<file path="config.mk">
export PLATFORM = sky130hd
export DESIGN_NAME = u2_control_core
export DESIGN_NICKNAME = d
export VERILOG_FILES = /design/src/u2_pkg.sv /design/src/ctrl_pins.sv /design/src/setting_reg_bank.sv /design/src/settings_bus.sv /design/src/status_readback.sv /design/src/u2_control_core.sv /design/src/vita_time_64.sv
export VERILOG_INCLUDE_DIRS = /design/src
export SDC_FILE = /design/constraint.sdc
export NUM_CORES = 1
export LEC_CHECK = 0
export BUFFER_PORTS_ARGS = -buffer_cell sky130_fd_sc_hd__buf_2
export CORE_MARGIN = 4
export CORE_UTILIZATION = 30
export CTS_CLUSTER_SIZE = 28
export DETAILED_ROUTE_END_ITERATION = 7
export PLACE_DENSITY = 0.5
export SLEW_MARGIN = 40
export SYNTH_ARGS = -nofsm -noshare
export SYNTH_HDL_FRONTEND = slang
export SYNTH_SLANG_ARGS = --single-unit
</file>
<file path="constraint.sdc">
create_clock -name dsp_clk -period 6.02 [get_ports dsp_clk]
set_clock_uncertainty 0.05 [all_clocks]
set_input_delay 1.505 -clock dsp_clk [delete_from_list [all_inputs] [get_ports dsp_clk]]
set_output_delay 1.505 -clock dsp_clk [all_outputs]
set_load 0.03 [all_outputs]
</file>
<file path="src/u2_params.svh">
//////////////////////////////////////////////////////////////////////
// Shared constants for the control core
// Address windows, setting addresses, readback indices and widths
//////////////////////////////////////////////////////////////////////
`ifndef U2_PARAMS_SVH
`define U2_PARAMS_SVH

// Bus widths
`define U2_DW             32
`define U2_AW             16
`define U2_SET_AW         8

// Address windows, matched on bits 15:10
`define U2_SETTINGS_BASE  16'hD400
`define U2_READBACK_BASE  16'hCC00

// Setting register addresses
`define U2_SR_CLOCK       0
`define U2_SR_SERDES      1
`define U2_SR_ADC         2
`define U2_SR_LED_SW      3
`define U2_SR_PHY         4
`define U2_SR_LED_SRC     8
`define U2_SR_IRQ_MASK    9
// Time block base, secs then ticks then immediate flag
`define U2_SR_TIME64      192

// Readback word indices
`define U2_RB_SECS        0
`define U2_RB_TICKS       1
`define U2_RB_IRQ         2
`define U2_RB_IRQ_PRIO    3
`define U2_RB_CYCLES      4

`define U2_TICKS_PER_SEC  100000000
`define U2_NIRQ           16

`endif

</file>
<file path="src/u2_pkg.sv">
//////////////////////////////////////////////////////////////////////
// Types shared by the control core stages
// Bus request, settings strobe, control settings and VITA time
//////////////////////////////////////////////////////////////////////
`include "u2_params.svh"

package u2_pkg;

   typedef logic [`U2_DW-1:0]     wb_word_t;
   typedef logic [`U2_AW-1:0]     wb_addr_t;
   typedef logic [`U2_SET_AW-1:0] set_addr_t;
   typedef logic [`U2_NIRQ-1:0]   irq_vec_t;

   // Request from the bus master
   typedef struct packed {
      logic     stb;
      logic     we;
      wb_addr_t adr;
      wb_word_t dat;
   } wb_req_t;

   // One setting write
   typedef struct packed {
      logic      stb;
      set_addr_t addr;
      wb_word_t  data;
   } set_bus_t;

   // Stored control settings
   typedef struct packed {
      logic [7:0] clock_outs;
      logic [7:0] serdes_outs;
      logic [7:0] adc_outs;
      logic [7:0] led_sw;
      logic [7:0] led_src;
      logic       phy_reset;
      irq_vec_t   irq_mask;
   } ctrl_regs_t;

   typedef struct packed {
      logic [31:0] secs;
      logic [31:0] ticks;
   } vita_time_t;

   // Time load machine
   typedef enum logic {
      TIME_IDLE,
      TIME_ARMED
   } time_set_e;

endpackage

</file>
<file path="src/ctrl_pins.sv">
//////////////////////////////////////////////////////////////////////
// Registered control pins and LED source mix
//////////////////////////////////////////////////////////////////////
`timescale 1ns/1ps

module ctrl_pins (
   input  logic               dsp_clk,
   input  logic               wb_rst,
   input  u2_pkg::ctrl_regs_t regs_i,
   input  logic               clk_status_i,
   input  logic               serdes_link_up_i,
   output logic [7:0]         leds_o,
   output logic               clock_ready_o,
   output logic [1:0]         clk_en_o,
   output logic [1:0]         clk_sel_o,
   output logic               ser_enable_o,
   output logic               ser_prbsen_o,
   output logic               ser_loopen_o,
   output logic               ser_rx_en_o,
   output logic               adc_oe_a_o,
   output logic               adc_on_a_o,
   output logic               adc_oe_b_o,
   output logic               adc_on_b_o,
   output logic               phy_resetn_o
);

   logic [7:0] led_hw;

   // Hardware status LEDs, upper bits unused
   assign led_hw = {6'b0, clk_status_i, serdes_link_up_i};

   always_ff @(posedge dsp_clk) begin
      if (wb_rst) begin
         leds_o         <= '0;
         {clock_ready_o, clk_en_o, clk_sel_o} <= '0;
         {ser_enable_o, ser_prbsen_o, ser_loopen_o, ser_rx_en_o} <= '0;
         {adc_oe_a_o, adc_on_a_o, adc_oe_b_o, adc_on_b_o} <= '0;
         // PHY held out of reset
         phy_resetn_o   <= 1'b1;
      end else begin
         // Clock generator, highest bit first
         {clock_ready_o, clk_en_o, clk_sel_o} <= regs_i.clock_outs[4:0];
         {ser_enable_o, ser_prbsen_o, ser_loopen_o, ser_rx_en_o} <= regs_i.serdes_outs[3:0];
         {adc_oe_a_o, adc_on_a_o, adc_oe_b_o, adc_on_b_o} <= regs_i.adc_outs[3:0];
         phy_resetn_o   <= ~regs_i.phy_reset;
         // Source bit 1 picks hardware
         leds_o         <= (regs_i.led_src & led_hw) | (~regs_i.led_src & regs_i.led_sw);
      end
   end

endmodule

</file>
<file path="src/setting_reg_bank.sv">
//////////////////////////////////////////////////////////////////////
// Control setting registers written over the settings bus
//////////////////////////////////////////////////////////////////////
`timescale 1ns/1ps
`include "u2_params.svh"

module setting_reg_bank (
   input  logic               dsp_clk,
   input  logic               wb_rst,
   input  u2_pkg::set_bus_t   set_i,
   output u2_pkg::ctrl_regs_t regs_o
);
   import u2_pkg::*;

   ctrl_regs_t regs_q;

   always_ff @(posedge dsp_clk) begin
      if (wb_rst) begin
         regs_q <= '0;
      end else if (set_i.stb) begin
         // Each setting keeps only its field width
         case (set_i.addr)
            `U2_SR_CLOCK: begin
               regs_q.clock_outs <= set_i.data[7:0];
            end
            `U2_SR_SERDES: begin
               regs_q.serdes_outs <= set_i.data[7:0];
            end
            `U2_SR_ADC: begin
               regs_q.adc_outs <= set_i.data[7:0];
            end
            `U2_SR_LED_SW: begin
               regs_q.led_sw <= set_i.data[7:0];
            end
            `U2_SR_PHY: begin
               regs_q.phy_reset <= set_i.data[0];
            end
            // 1 selects hardware status for that LED
            `U2_SR_LED_SRC: begin
               regs_q.led_src <= set_i.data[7:0];
            end
            `U2_SR_IRQ_MASK: begin
               regs_q.irq_mask <= set_i.data[`U2_NIRQ-1:0];
            end
            // Addresses of other blocks
            default: begin
            end
         endcase
      end
   end

   assign regs_o = regs_q;

   // Settings only move on a strobe
   a_regs_stable : assert property (@(posedge dsp_clk) disable iff (wb_rst)
      !set_i.stb |=> $stable(regs_o));

endmodule

</file>
<file path="src/settings_bus.sv">
//////////////////////////////////////////////////////////////////////
// Bus slave that turns writes into settings strobes
// Reads go to the readback stage and are acked with its word
//////////////////////////////////////////////////////////////////////
`timescale 1ns/1ps
`include "u2_params.svh"

module settings_bus (
   input  logic             dsp_clk,
   input  logic             wb_rst,
   input  u2_pkg::wb_req_t  wb_req_i,
   input  u2_pkg::wb_word_t rd_dat_i,
   output logic             wb_ack_o,
   output u2_pkg::wb_word_t wb_dat_o,
   output u2_pkg::set_bus_t set_o,
   output logic             rd_stb_o,
   output logic [3:0]       rd_sel_o
);
   import u2_pkg::*;

   localparam wb_addr_t SET_BASE = `U2_SETTINGS_BASE;
   localparam wb_addr_t RB_BASE  = `U2_READBACK_BASE;

   logic      start;
   logic      in_set;
   logic      rb_read;
   logic      rd_pend;
   logic      rd_ack;
   logic      set_stb_q;
   set_addr_t set_addr_q;
   wb_word_t  set_data_q;

   // New access only when nothing is in flight
   assign start   = wb_req_i.stb & ~wb_ack_o & ~rd_pend;
   assign in_set  = wb_req_i.adr[15:10] == SET_BASE[15:10];
   assign rb_read = ~wb_req_i.we & (wb_req_i.adr[15:10] == RB_BASE[15:10]);

   always_ff @(posedge dsp_clk) begin
      if (wb_rst) begin
         wb_ack_o  <= 1'b0;
         rd_pend   <= 1'b0;
         rd_ack    <= 1'b0;
         set_stb_q <= 1'b0;
      end else begin
         // Readback waits one cycle for the word
         rd_pend   <= start & rb_read;
         wb_ack_o  <= (start & ~rb_read) | rd_pend;
         rd_ack    <= rd_pend;
         set_stb_q <= start & wb_req_i.we & in_set;
      end
   end

   // Address and data captured with the access
   always_ff @(posedge dsp_clk) begin
      if (start) begin
         set_addr_q <= wb_req_i.adr[9:2];
         set_data_q <= wb_req_i.dat;
         rd_sel_o   <= wb_req_i.adr[5:2];
      end
   end

   assign set_o    = '{stb: set_stb_q, addr: set_addr_q, data: set_data_q};
   assign rd_stb_o = rd_pend;
   // Zero unless this ack closes a readback
   assign wb_dat_o = rd_ack ? rd_dat_i : '0;

   // Non-read acks are single cycle pulses
   a_single_ack : assert property (@(posedge dsp_clk) disable iff (wb_rst)
      (wb_ack_o && !rd_ack) |=> !wb_ack_o);

endmodule

</file>
<file path="src/status_readback.sv">
//////////////////////////////////////////////////////////////////////
// Readback word mux with cycle counter and interrupt status
// Word is registered on the read strobe
//////////////////////////////////////////////////////////////////////
`timescale 1ns/1ps
`include "u2_params.svh"

module status_readback (
   input  logic               dsp_clk,
   input  logic               wb_rst,
   input  logic               rd_stb_i,
   input  logic [3:0]         rd_sel_i,
   input  u2_pkg::irq_vec_t   irq_i,
   input  u2_pkg::irq_vec_t   irq_mask_i,
   input  u2_pkg::vita_time_t time_i,
   output u2_pkg::wb_word_t   rd_dat_o,
   output logic               int_o
);
   import u2_pkg::*;

   wb_word_t cycle_count;
   wb_word_t irq_prio;
   wb_word_t rd_word;

   // Free running cycle counter
   always_ff @(posedge dsp_clk) begin
      if (wb_rst)
         cycle_count <= '0;
      else
         cycle_count <= cycle_count + 1'b1;
   end

   ////////////////////////////////////////////////////////////////////
   // Priority encoder
   // Lowest set bit wins, NIRQ when idle
   always_comb begin
      irq_prio = `U2_NIRQ;
      for (int i = `U2_NIRQ - 1; i >= 0; i--) begin
         if (irq_i[i])
            irq_prio = i;
      end
   end

   // Masked interrupt request
   always_ff @(posedge dsp_clk) begin
      if (wb_rst)
         int_o <= 1'b0;
      else
         int_o <= |(irq_i & irq_mask_i);
   end

   ////////////////////////////////////////////////////////////////////
   // Word select
   always_comb begin
      case (rd_sel_i)
         `U2_RB_SECS:     rd_word = time_i.secs;
         `U2_RB_TICKS:    rd_word = time_i.ticks;
         `U2_RB_IRQ:      rd_word = wb_word_t'(irq_i);
         `U2_RB_IRQ_PRIO: rd_word = irq_prio;
         `U2_RB_CYCLES:   rd_word = cycle_count;
         default:         rd_word = '0;
      endcase
   end

   // Held until the next read
   always_ff @(posedge dsp_clk) begin
      if (rd_stb_i)
         rd_dat_o <= rd_word;
   end

endmodule

</file>
<file path="src/u2_control_core.sv">
//////////////////////////////////////////////////////////////////////
// Control plane top level
// Bus slave, setting registers, time keeper, readback and pins
//////////////////////////////////////////////////////////////////////
`timescale 1ns/1ps

module u2_control_core (
   input  logic             dsp_clk,
   input  logic             wb_rst,
   input  u2_pkg::wb_req_t  wb_req_i,
   input  logic             pps_i,
   input  u2_pkg::irq_vec_t irq_i,
   input  logic             clk_status_i,
   input  logic             serdes_link_up_i,
   output logic             wb_ack_o,
   output u2_pkg::wb_word_t wb_dat_o,
   output logic             int_o,
   output logic [7:0]       leds_o,
   output logic             clock_ready_o,
   output logic [1:0]       clk_en_o,
   output logic [1:0]       clk_sel_o,
   output logic             ser_enable_o,
   output logic             ser_prbsen_o,
   output logic             ser_loopen_o,
   output logic             ser_rx_en_o,
   output logic             adc_oe_a_o,
   output logic             adc_on_a_o,
   output logic             adc_oe_b_o,
   output logic             adc_on_b_o,
   output logic             phy_resetn_o
);
   import u2_pkg::*;

   set_bus_t   set_bus;
   ctrl_regs_t ctrl_regs;
   vita_time_t vita_time;
   wb_word_t   rd_dat;
   logic       rd_stb;
   logic [3:0] rd_sel;

   ////////////////////////////////////////////////////////////////////
   // Bus access
   settings_bus settings_bus_i (
      .dsp_clk (dsp_clk),
      .wb_rst  (wb_rst),
      .wb_req_i(wb_req_i),
      .rd_dat_i(rd_dat),
      .wb_ack_o(wb_ack_o),
      .wb_dat_o(wb_dat_o),
      .set_o   (set_bus),
      .rd_stb_o(rd_stb),
      .rd_sel_o(rd_sel)
   );

   ////////////////////////////////////////////////////////////////////
   // Register state
   setting_reg_bank setting_reg_bank_i (
      .dsp_clk(dsp_clk),
      .wb_rst (wb_rst),
      .set_i  (set_bus),
      .regs_o (ctrl_regs)
   );

   vita_time_64 vita_time_64_i (
      .dsp_clk(dsp_clk),
      .wb_rst (wb_rst),
      .set_i  (set_bus),
      .pps_i  (pps_i),
      .time_o (vita_time)
   );

   ////////////////////////////////////////////////////////////////////
   // Readback and pins
   status_readback status_readback_i (
      .dsp_clk   (dsp_clk),
      .wb_rst    (wb_rst),
      .rd_stb_i  (rd_stb),
      .rd_sel_i  (rd_sel),
      .irq_i     (irq_i),
      .irq_mask_i(ctrl_regs.irq_mask),
      .time_i    (vita_time),
      .rd_dat_o  (rd_dat),
      .int_o     (int_o)
   );

   ctrl_pins ctrl_pins_i (
      .dsp_clk         (dsp_clk),
      .wb_rst          (wb_rst),
      .regs_i          (ctrl_regs),
      .clk_status_i    (clk_status_i),
      .serdes_link_up_i(serdes_link_up_i),
      .leds_o          (leds_o),
      .clock_ready_o   (clock_ready_o),
      .clk_en_o        (clk_en_o),
      .clk_sel_o       (clk_sel_o),
      .ser_enable_o    (ser_enable_o),
      .ser_prbsen_o    (ser_prbsen_o),
      .ser_loopen_o    (ser_loopen_o),
      .ser_rx_en_o     (ser_rx_en_o),
      .adc_oe_a_o      (adc_oe_a_o),
      .adc_on_a_o      (adc_on_a_o),
      .adc_oe_b_o      (adc_oe_b_o),
      .adc_on_b_o      (adc_on_b_o),
      .phy_resetn_o    (phy_resetn_o)
   );

endmodule

</file>
<file path="src/vita_time_64.sv">
//////////////////////////////////////////////////////////////////////
// VITA time keeper with 32 bit seconds and ticks
// Time loads right away or on the next PPS rising edge
//////////////////////////////////////////////////////////////////////
`timescale 1ns/1ps
`include "u2_params.svh"

module vita_time_64 (
   input  logic               dsp_clk,
   input  logic               wb_rst,
   input  u2_pkg::set_bus_t   set_i,
   input  logic               pps_i,
   output u2_pkg::vita_time_t time_o
);
   import u2_pkg::*;

   localparam set_addr_t   SR_SECS   = `U2_SR_TIME64;
   localparam set_addr_t   SR_TICKS  = `U2_SR_TIME64 + 1;
   localparam set_addr_t   SR_IMM    = `U2_SR_TIME64 + 2;
   localparam logic [31:0] TICKS_MAX = `U2_TICKS_PER_SEC - 1;

   time_set_e   state;
   vita_time_t  time_q;
   logic [31:0] secs_pend;
   logic [31:0] ticks_pend;
   logic        imm_q;
   logic        pps_meta;
   logic        pps_sync;
   logic        pps_d;
   logic        pps_rise;
   logic        ticks_wr;

   assign ticks_wr = set_i.stb && (set_i.addr == SR_TICKS);
   assign pps_rise = pps_sync & ~pps_d;

   ////////////////////////////////////////////////////////////////////
   // PPS synchronizer and edge detect
   always_ff @(posedge dsp_clk) begin
      if (wb_rst) begin
         pps_meta <= 1'b0;
         pps_sync <= 1'b0;
         pps_d    <= 1'b0;
      end else begin
         pps_meta <= pps_i;
         pps_sync <= pps_meta;
         pps_d    <= pps_sync;
      end
   end

   // Pending load values
   always_ff @(posedge dsp_clk) begin
      if (set_i.stb && set_i.addr == SR_SECS)
         secs_pend <= set_i.data;
      if (ticks_wr)
         ticks_pend <= set_i.data;
   end

   ////////////////////////////////////////////////////////////////////
   // Load machine and free running counter
   always_ff @(posedge dsp_clk) begin
      if (wb_rst) begin
         state  <= TIME_IDLE;
         time_q <= '0;
         imm_q  <= 1'b0;
      end else begin
         if (set_i.stb && set_i.addr == SR_IMM)
            imm_q <= set_i.data[0];
         if (ticks_wr && imm_q) begin
            // Immediate set uses the ticks word on the bus
            time_q <= '{secs: secs_pend, ticks: set_i.data};
            state  <= TIME_IDLE;
         end else if (state == TIME_ARMED && pps_rise) begin
            time_q <= '{secs: secs_pend, ticks: ticks_pend};
            state  <= TIME_IDLE;
         end else begin
            if (ticks_wr)
               state <= TIME_ARMED;
            // Ticks wrap once per second
            if (time_q.ticks == TICKS_MAX) begin
               time_q.ticks <= '0;
               time_q.secs  <= time_q.secs + 1'b1;
            end else begin
               time_q.ticks <= time_q.ticks + 1'b1;
            end
         end
      end
   end

   assign time_o = time_q;

   // Ticks stay inside one second
   a_ticks_range : assert property (@(posedge dsp_clk) disable iff (wb_rst)
      time_o.ticks < 32'(`U2_TICKS_PER_SEC));

endmodule
</file>
# --- Word level (Yosys, flattened, before mapping) ---
# Cells that the tools add are included.
op_classes:
  eq_ne: 16
  n_reduce_logical: 17
  muxes: 22
  n_addsub: 3
  bitwise_logic: 20
ops:
  columns: ["operator", "n"]
  rows:
  - ["$pmux W32 S5", 1]
  - ["$mux W64", 2]
  - ["$add A32 B1 Y32 const B", 3]
  - ["$mux W32", 3]
  - ["$mux W5", 16]
  - ["$eq A32 B27 Y1 const B", 1]
  - ["$eq A8 B8 Y1 const B", 3]
  - ["$and A16 B16 Y16", 1]
  - ["$eq A8 B2 Y1 const B", 2]
  - ["$eq A8 B4 Y1 const B", 2]
  - ["$reduce_or A16 Y1", 1]
  - ["$reduce_and A2 Y1", 7]
  - ["$eq A6 B6 Y1 const B", 2]
  - ["$and A1 B1 Y1", 8]
  - ["$and A8 B2 Y8", 1]
  - ["$and A8 B8 Y8", 1]
  - ["$eq A4 B2 Y1 const B", 2]
  - ["$eq A8 B1 Y1 const B", 1]
  - ["$eq A8 B3 Y1 const B", 1]
  - ["$logic_not A8 Y1", 1]
  - ["$not A8 Y8", 1]
  - ["$or A8 B8 Y8", 1]
  - ["$not A1 Y1", 6]
  - ["$logic_and A1 B1 Y1", 5]
  - ["6 further kinds", 6]
word_totals:
  elab_cells: 117
  register_bits: 314
  in_bits: 71
  output_inout_bits: 56

# --- Longest topological paths before layout ---
# Gate-level depths: netlist of the first run.
logic_depth:
  ltp_word: 17
  depth_mapped: 9
  ltp_nobuf: 7

# --- By module ---
# A second synthesis of the first run with hierarchy kept.
hier_totals:
  hier_cells: 1303
  area_unflattened_um2: 14204.9
by_module_without_submodules:
  columns: ["mod", "n_inst", "cells_per_inst", "area_per_inst_um2", "seq_area_each_um2"]
  rows:
  - ["vita_time_64", 1, 619, 6169.7, 3303.2]
  - ["status_readback", 1, 332, 3314.4, 1621.6]
  - ["setting_reg_bank", 1, 211, 2418.6, 1141.1]
  - ["settings_bus", 1, 93, 1632.8, 1281.2]
  - ["ctrl_pins", 1, 48, 669.4, 440.4]

# --- Least setup slack after synthesis of the first run ---
# No wires, ideal clock.
synth_timing:
  path_type: "input to register"
  start: "in wb_req_i[49] (netlist bit)"
  end: "reg settings_bus_i.set_stb_q"
  setup_ns: 0.085
  path_buffers: 0
  t_required_ns: 5.885
  slack_ns: 0.823
  stages: 3
  t_arrival_ns: 5.062
  path_cell_list: "nor3b_1 -> nand2b_1 -> nor3_1"
synth_via:
  elab_chain_cells: 4
synth_rtl:
  columns: ["item", "line", "text"]
  rows:
  - ["start: declaration", "u2_control_core.sv:10", "input u2_pkg::wb_req_t wb_req_i,"]
  - ["$and A1 B1 Y1 (2 in a row)", "settings_bus.sv:34", "assign start = wb_req_i.stb & ~wb_ack_o & ~rd_pend;"]
  - ["$and A1 B1 Y1 (2 in a row)", "settings_bus.sv:49", "set_stb_q <= start & wb_req_i.we & in_set;"]
  - ["end signal: assignment", "settings_bus.sv:49", null]
  - ["end: declaration", "settings_bus.sv:29", "logic set_stb_q;"]
# Every way passes these cells.
# A chain may end at the register's enable or synchronous reset.

# --- Final worst setup path of the first run ---
layout_timing:
  start: "reg settings_bus_i.rd_ack"
  end: "out wb_dat_o[7]"
layout_via:
  elab_chain_cells: 1
layout_rtl:
  columns: ["item", "line", "text"]
  rows:
  - ["start: declaration", "settings_bus.sv:28", "logic rd_ack;"]
  - ["start signal: assignment", "settings_bus.sv:48", "rd_ack <= rd_pend;"]
  - ["$mux W32", "settings_bus.sv:65", "assign wb_dat_o = rd_ack ? rd_dat_i : '0;"]
  - ["end: declaration", "u2_control_core.sv:16", "output u2_pkg::wb_word_t wb_dat_o,"]
# Every way passes these cells.

==> flow_summary.yaml, run 1 <==
setup_path:
  worst_setup_path_start_kind: "flop"
  critPathTopFamily: "flip-flops"
  slowest_delay_ns: 0.58
  cp-end-kind: "output pin"
  worstPathMaxFanout: 32
  cp.arrival_ns: 1.52
  crit_type: "reg -> out"
  cp_num_buf_inv: 1
  cpMaxStageDelayCell: "dfxtp_2"
  required_ns: 4.47
  worstPathCellList: "and2_1 > buf_2"
drt:
  avgRoutedWirePerCell_um: 19.08
  drtIter0Drc: 893
  drc: 1
  routed-via-count: 9455
  firstDrtPassIters: 8
  routed_wl_mm: 35.99
  antenna_left: 0
  avgViaCountPerCell: 5.013
cells_and_area:
  n_fill_cell: 4282
  multi_input_area_um2: 5066
  syn_to_final_growth_pct: 19.10
  final_nets: 1395
  drive_gt1_share_pct: 17.37
  antenna_cells: 0
  register_area_um2: 7569
  utilization_pct: 36.44
run:
  max_cap_violations: 0
clock_tree:
  clk_pin_slew_ns: 0.06
  clkLatencyLatePin_ns: 0.52
  hold_buffers: 0
  cts_buffers: 35
  cts_sinks: 310
  post_cts_resized: 0
  max-clock-path-buffers: 3
  htree_levels: 2
  post_cts_buffers: 0
  cts_root_buf: "clkbuf_16"
  cts_tree: "yes"
grt:
  grt_max_degree: 72
  busiest_layer: "met2"
  grt_usage_pct: 15.05
  use_met1_pct: 21.81
  antenna_found_initial: 1
  met2_usage_pct: 23.12
  grt_use_met3_pct: 2.799
  grt_pass1_vias: 9167
  overflow: 0
  grt_pass1_wl_mm: 55.65
power_and_ir_drop:
  power_density_nw_per_um2: 294.5
  p_leak_nw: 5.773
  ir_worst_vdd_v: 0.0001427
die:
  coreArea_um2: 42230
  die_x_um: 215.5
  die_y_um: 215.5
  die_area_um2: 46450
  pin_count: 127
  start_util_pct: 30.60
  row_count: 75
synthesis:
  synth_most_common_cell: "dfxtp_1"
  synth_top_area_share_pct: 31.61
  synth_common_cells: "dfxtp_1 (174), edfxtp_1 (136), nor2_1 (127)"
  syn_area_um2: 12920
  synth_edf_count: 136
  async_reset_ff_share_pct: 0
  ys_seq_area_share_pct: 58.57
  ys_types: 61
  syn_inst: 1203
  syn_area_per_cell_um2: 10.74
  synth_area_leaders: "edfxtp_1 (32%), dfxtp_1 (27%), nor2_1 (3.7%)"
  synth-main-ff-cell: "dfxtp_1"
  yosysWarningCount: 0
  synth.net_count: 1277
  yosys.area.top_type: "edfxtp_1"
  ys_seq_elements: 310
sta:
  worstMarginPinSlew_ns: 0.8117
  slew_headroom_pct: 45.75
  slew_violations: 0
  fin_crit_sh_pct: 51.12
  tns_ns: 0
  fin_crit_ns: 3.077
  hold_viol_final: 0
  finalSetupViolations: 0
  grt_setup_unrepaired: "false"
  max_freq_ghz: 0.3250
status:
  status: "finished with violations"
  violations: "design-rule violations"
placement:
  io_buffers: 124
  place_hpwl_mm: 25.58
  routabilityCongestion: 0.8593
min_path:
  min_path_type: "reg -> reg"
[placed cells by master, fill, tap and decap left out, drive strengths merged, types with 5 or more instances in the layout]
cell      n
a211oi   30
clkbuf   48
inv      25
xnor2    40
nand2   125
clkinv    8
a21oi    37
a222oi   33
buf     146
nand4b    6
and4      7
nand4    27
xor2     43
a31oi    12
nor4     12
nor2    128
nor3     28
a221oi   15
mux2i    30
o21ai    13
and2     40
dfxtp   174
and3     23
nand3    73
nor4b     8
nand2b    5
nor3b    11
nor2b    21
or3       8
edfxtp  136
[metal layers]
layer / routed length, um / up-vias
met5: 7 / -
met2: 16110 / 255
met1: 17050 / 4520
met3: 2003 / 55
li1: - / 4623
met4: 819 / 2
[layout make-up]
| cell class | count | share of cell area, % |
|---|---|---|
| clock buffers | 48 | 6.684 |
| repair buffers | 146 | 5.253 |
| inverters | 23 | 0.5611 |
| well taps | 539 | 4.383 |
| flip-flops and latches | 310 | 49.19 |
| clock inverters | 15 | 1.008 |
| multi-input cells | 805 | 32.92 |
[report_power, final]
part / internal (mW) / switching (mW) / leakage [nW]
Combinational: 0.0353 / 0.0648 / 2.52
Sequential: 2.22 / 0.0385 / 2.68
Clock: 1.33 / 0.847 / 0.578
[sequential cells by signal, summed over array words and instances (netlist names), 2 cells and up]
register / count
vita_time_64_i.ticks_pend: 32
ctrl_pins_i.clk_sel_o: 2
settings_bus_i.set_data_q: 32
setting_reg_bank_i.regs_o: 46
settings_bus_i.set_addr_q: 8
ctrl_pins_i.clk_en_o: 2
status_readback_i.cycle_count: 32
status_readback_i.rd_dat_o: 32
vita_time_64_i.time_o: 64
vita_time_64_i.secs_pend: 32
ctrl_pins_i.leds_o: 8
[per-stage QoR]
step	std cells	setup slack, ns	total power [mW]	area, um^2	hold slack, ns
after floorplan	1203	0.8233	2.331	12920	0.3200
after global placement	1820	2.830	2.400	14140	0.3552
after detailed placement	1822	2.974	2.402	14170	0.3577
after CTS	1885	2.563	4.600	15350	0.3690
after global routing	1886	2.785	4.705	15390	0.3856
final	1886	2.943	4.531	15390	0.3669
[worst paths after layout]
kind | startpoint | depth (start not counted) | slack, ns | end
max | settings_bus_i.rd_ack | 2 | 2.94 | wb_dat_o[7]
min | setting_reg_bank_i.regs_o[24] | 1 | 0.37 | ctrl_pins_i.leds_o[7]
max reg2reg | settings_bus_i.set_addr_q[0] | 6 | 3.26 | vita_time_64_i.time_o[6]
min reg2reg | setting_reg_bank_i.regs_o[24] | 1 | 0.37 | ctrl_pins_i.leds_o[7]
[kinds of logic (layout without fill, tap and decap cells)]
kind of cell / Yosys count / count (layout) / synth area share, %
AND/OR/NAND/NOR: 528 / 528 / 21.32
flip-flops: 310 / 310 / 58.57
AO/OA/AOI/OAI: 161 / 161 / 9.210
buffers and inverters: 88 / 232 / 2.654
XOR/XNOR: 83 / 83 / 5.627
multiplexers: 30 / 30 / 2.324
adder cells (fa/ha/maj): 3 / 3 / 0.2906
Note: power is estimated with default switching activity, not from simulation.
==> run 2, diff against run 1 <==
--- a/config.mk
+++ b/config.mk
@@ -6,12 +6,13 @@
 export SDC_FILE = /design/constraint.sdc
 export NUM_CORES = 1
 export LEC_CHECK = 0
+export ABC_AREA = 1
 export BUFFER_PORTS_ARGS = -buffer_cell sky130_fd_sc_hd__buf_2
 export CORE_MARGIN = 4
 export CORE_UTILIZATION = 30
 export CTS_CLUSTER_SIZE = 28
 export DETAILED_ROUTE_END_ITERATION = 7
-export PLACE_DENSITY = 0.5
+export PLACE_DENSITY = 0.52
 export SLEW_MARGIN = 40
 export SYNTH_ARGS = -nofsm -noshare
 export SYNTH_HDL_FRONTEND = slang
==> constraint.sdc (replaced) <==
create_clock -name dsp_clk -period 2.6 [get_ports dsp_clk]
set_clock_uncertainty 0.05 [all_clocks]
set_input_delay 0.65 -clock dsp_clk [delete_from_list [all_inputs] [get_ports dsp_clk]]
set_output_delay 0.65 -clock dsp_clk [all_outputs]
set_load 0.03 [all_outputs]
==> flow_summary.yaml, run 2 <==
status:
  status: "finished clean"
sta:
  whs_ns: 0.2385
  finalSetupViolations: 0
  fin_crit_ns: 2.289
  fin_crit_sh_pct: 88.05
  tns_ns: 0
  slew_violations: 0
  max_freq_ghz: 0.4368
  hold_viol_final: 0
  worstMarginPinSlew_ns: 0.8137
  grt_setup_unrepaired: "false"
  slew_headroom_pct: 45.75
  worst_slack_ns: 0.3107
drt:
  routed_wl_mm: 43.72
  drc: 0
  avgViaCountPerCell: 4.887
  antenna_left: 0
  routed-via-count: 11821
  firstDrtPassIters: 5
  drtIter0Drc: 869
  avgRoutedWirePerCell_um: 18.07
synthesis:
  ys_types: 54
  yosys.area.top_type: "edfxtp_1"
  synth_most_common_cell: "nand2_1"
  synth_area_leaders: "edfxtp_1 (29%), dfxtp_1 (25%), nand2_1 (7.7%)"
  async_reset_ff_share_pct: 0
  yosysWarningCount: 0
  ys_seq_area_share_pct: 53.90
  synth_edf_count: 136
  ys_seq_elements: 310
  synth-main-ff-cell: "dfxtp_1"
  synth.net_count: 1717
  syn_area_um2: 14040
  synth_top_area_share_pct: 29.09
  synth_common_cells: "nand2_1 (288), inv_1 (208), dfxtp_1 (174)"
  syn_area_per_cell_um2: 8.544
  syn_inst: 1643
cells_and_area:
  mostFrequentLayoutCells: "nand2_1 (288), inv_1 (208), dfxtp_1 (174)"
  drive_gt1_share_pct: 15.90
  largest_reg_flops: 64
  final_nets: 1858
  final_common_cell: "nand2_1"
  syn_to_final_growth_pct: 18.37
  layoutNonFillerInstCount: 2419
power_and_ir_drop:
  ir_worst_vdd_v: 0.0003024
  power_density_nw_per_um2: 616.5
  p_leak_nw: 6.325
  power.total_mw: 10.24
setup_path:
  worstPathMaxFanout: 29
  slowest_delay_ns: 0.47
  cp.arrival_ns: 2.70
  cp-end-kind: "flop"
  worstPathCellList: "ha_1 > nand2_1 > nor2_2 > nand2_2 > inv_2 > nand4_4 > nand2_4 > buf_4 > o21ai_0 > a21oi_1"
  cp_num_buf_inv: 2
  required_ns: 3.01
  cpMaxStageDelayCell: "dfxtp_1"
  crit_type: "reg -> reg"
  critPathTopFamily: "simple AND/OR/NAND/NOR gates"
  worst_setup_path_start_kind: "flop"
clock_tree:
  clkLatencyLatePin_ns: 0.54
  hold_buffers: 0
  post_cts_buffers: 0
  post_cts_resized: 0
  htree_levels: 2
  cts_sinks: 310
  max-clock-path-buffers: 3
  cts_root_buf: "clkbuf_16"
  cts_buffers: 35
  cts_tree: "yes"
  clk_pin_slew_ns: 0.06
grt:
  grt_usage_pct: 16.76
  grt_pass1_vias: 11274
  grt_max_degree: 66
  grt_pass1_wl_mm: 65.90
  overflow: 0
  antenna_found_initial: 2
placement:
  place_hpwl_mm: 33.10
  io_buffers: 124
  routabilityCongestion: 0.9379
  dp_slack_ns: 0.3419
  numPlacedInstances: 2354
die:
  pin_count: 127
  die_x_um: 224.3
  die_y_um: 224.3
  start_util_pct: 30.28
  row_count: 79
  die_area_um2: 50320
  coreArea_um2: 46360
min_path:
  min_path_type: "in -> reg"
run:
  max_cap_violations: 0
==> run 2: through the flow <==
step	util, %	cell area, um^2
final	35.85	16620
after global routing	35.85	16620
after floorplan	-	14040
after global placement	33.42	15490
after detailed placement	33.42	15490
after CTS	35.84	16610
==> run 2: kinds of logic (layout without fill, tap and decap cells) <==
family / count (synthesis) / after routing / share of synthesized area [%]
and+or+nand+nor: 666 / 666 / 21.91
xor gates and xnor gates: 20 / 20 / 1.248
AOI/OAI and AO/OA: 351 / 351 / 14.20
other: 0 / 1 / 0
adders and majority gates: 3 / 3 / 0.2674
muxes: 5 / 5 / 0.3565
DFF: 310 / 310 / 53.90
buffers and inverters: 288 / 456 / 8.119
==> run 2: area by class of cell <==
cell class	count	area (um^2)
clock buffers	50	1013
flip-flops and latches	310	7567
well taps	607	759.5
clock inverters	14	106.4
diodes	1	2.502
fillers	4761	29740
repair buffers	161	948.4
inverters	231	872.1
multi-input cells	1045	5348
==> run 2: where the power goes <==
| group | switching, mW | internal, mW | total, mW |
|---|---|---|---|
| Clock | 2.02 | 2.75 | 4.77 |
| Sequential | 0.0498 | 5.13 | 5.18 |
| Combinational | 0.198 | 0.0938 | 0.292 |
| Total | 2.27 | 7.97 | 10.2 |
==> run 2: path summary, 6_finish.rpt <==
path	start	to	slack, ns	depth (start not counted)
min reg2reg	setting_reg_bank_i.regs_o[16]	ctrl_pins_i.phy_resetn_o	0.34	1
max	vita_time_64_i.time_o[1]	vita_time_64_i.time_o[47]	0.31	10
max reg2reg	vita_time_64_i.time_o[1]	vita_time_64_i.time_o[47]	0.31	10
min	wb_req_i[3]	settings_bus_i.set_data_q[3]	0.24	1
==> run 2: per-layer routing <==
layer / vias to the layer above / routed length [um] / GRT usage, %
met2: 301 / 19900 / 26.61
li1: 5864 / - / -
met1: 5580 / 20260 / 23.60
met4: 2 / 1340 / 5.593
met3: 74 / 2206 / 2.467
met5: - / 11 / 0
==> run 2: worst reg2reg max path, cell delays in order (launching register included) <==
cell,delay [ns]
dfxtp_1,0.47
ha_1,0.30
nand2_1,0.11
nor2_2,0.22
nand2_2,0.13
inv_2,0.13
nand4_4,0.13
nand2_4,0.12
buf_4,0.29
o21ai_0,0.12
a21oi_1,0.15
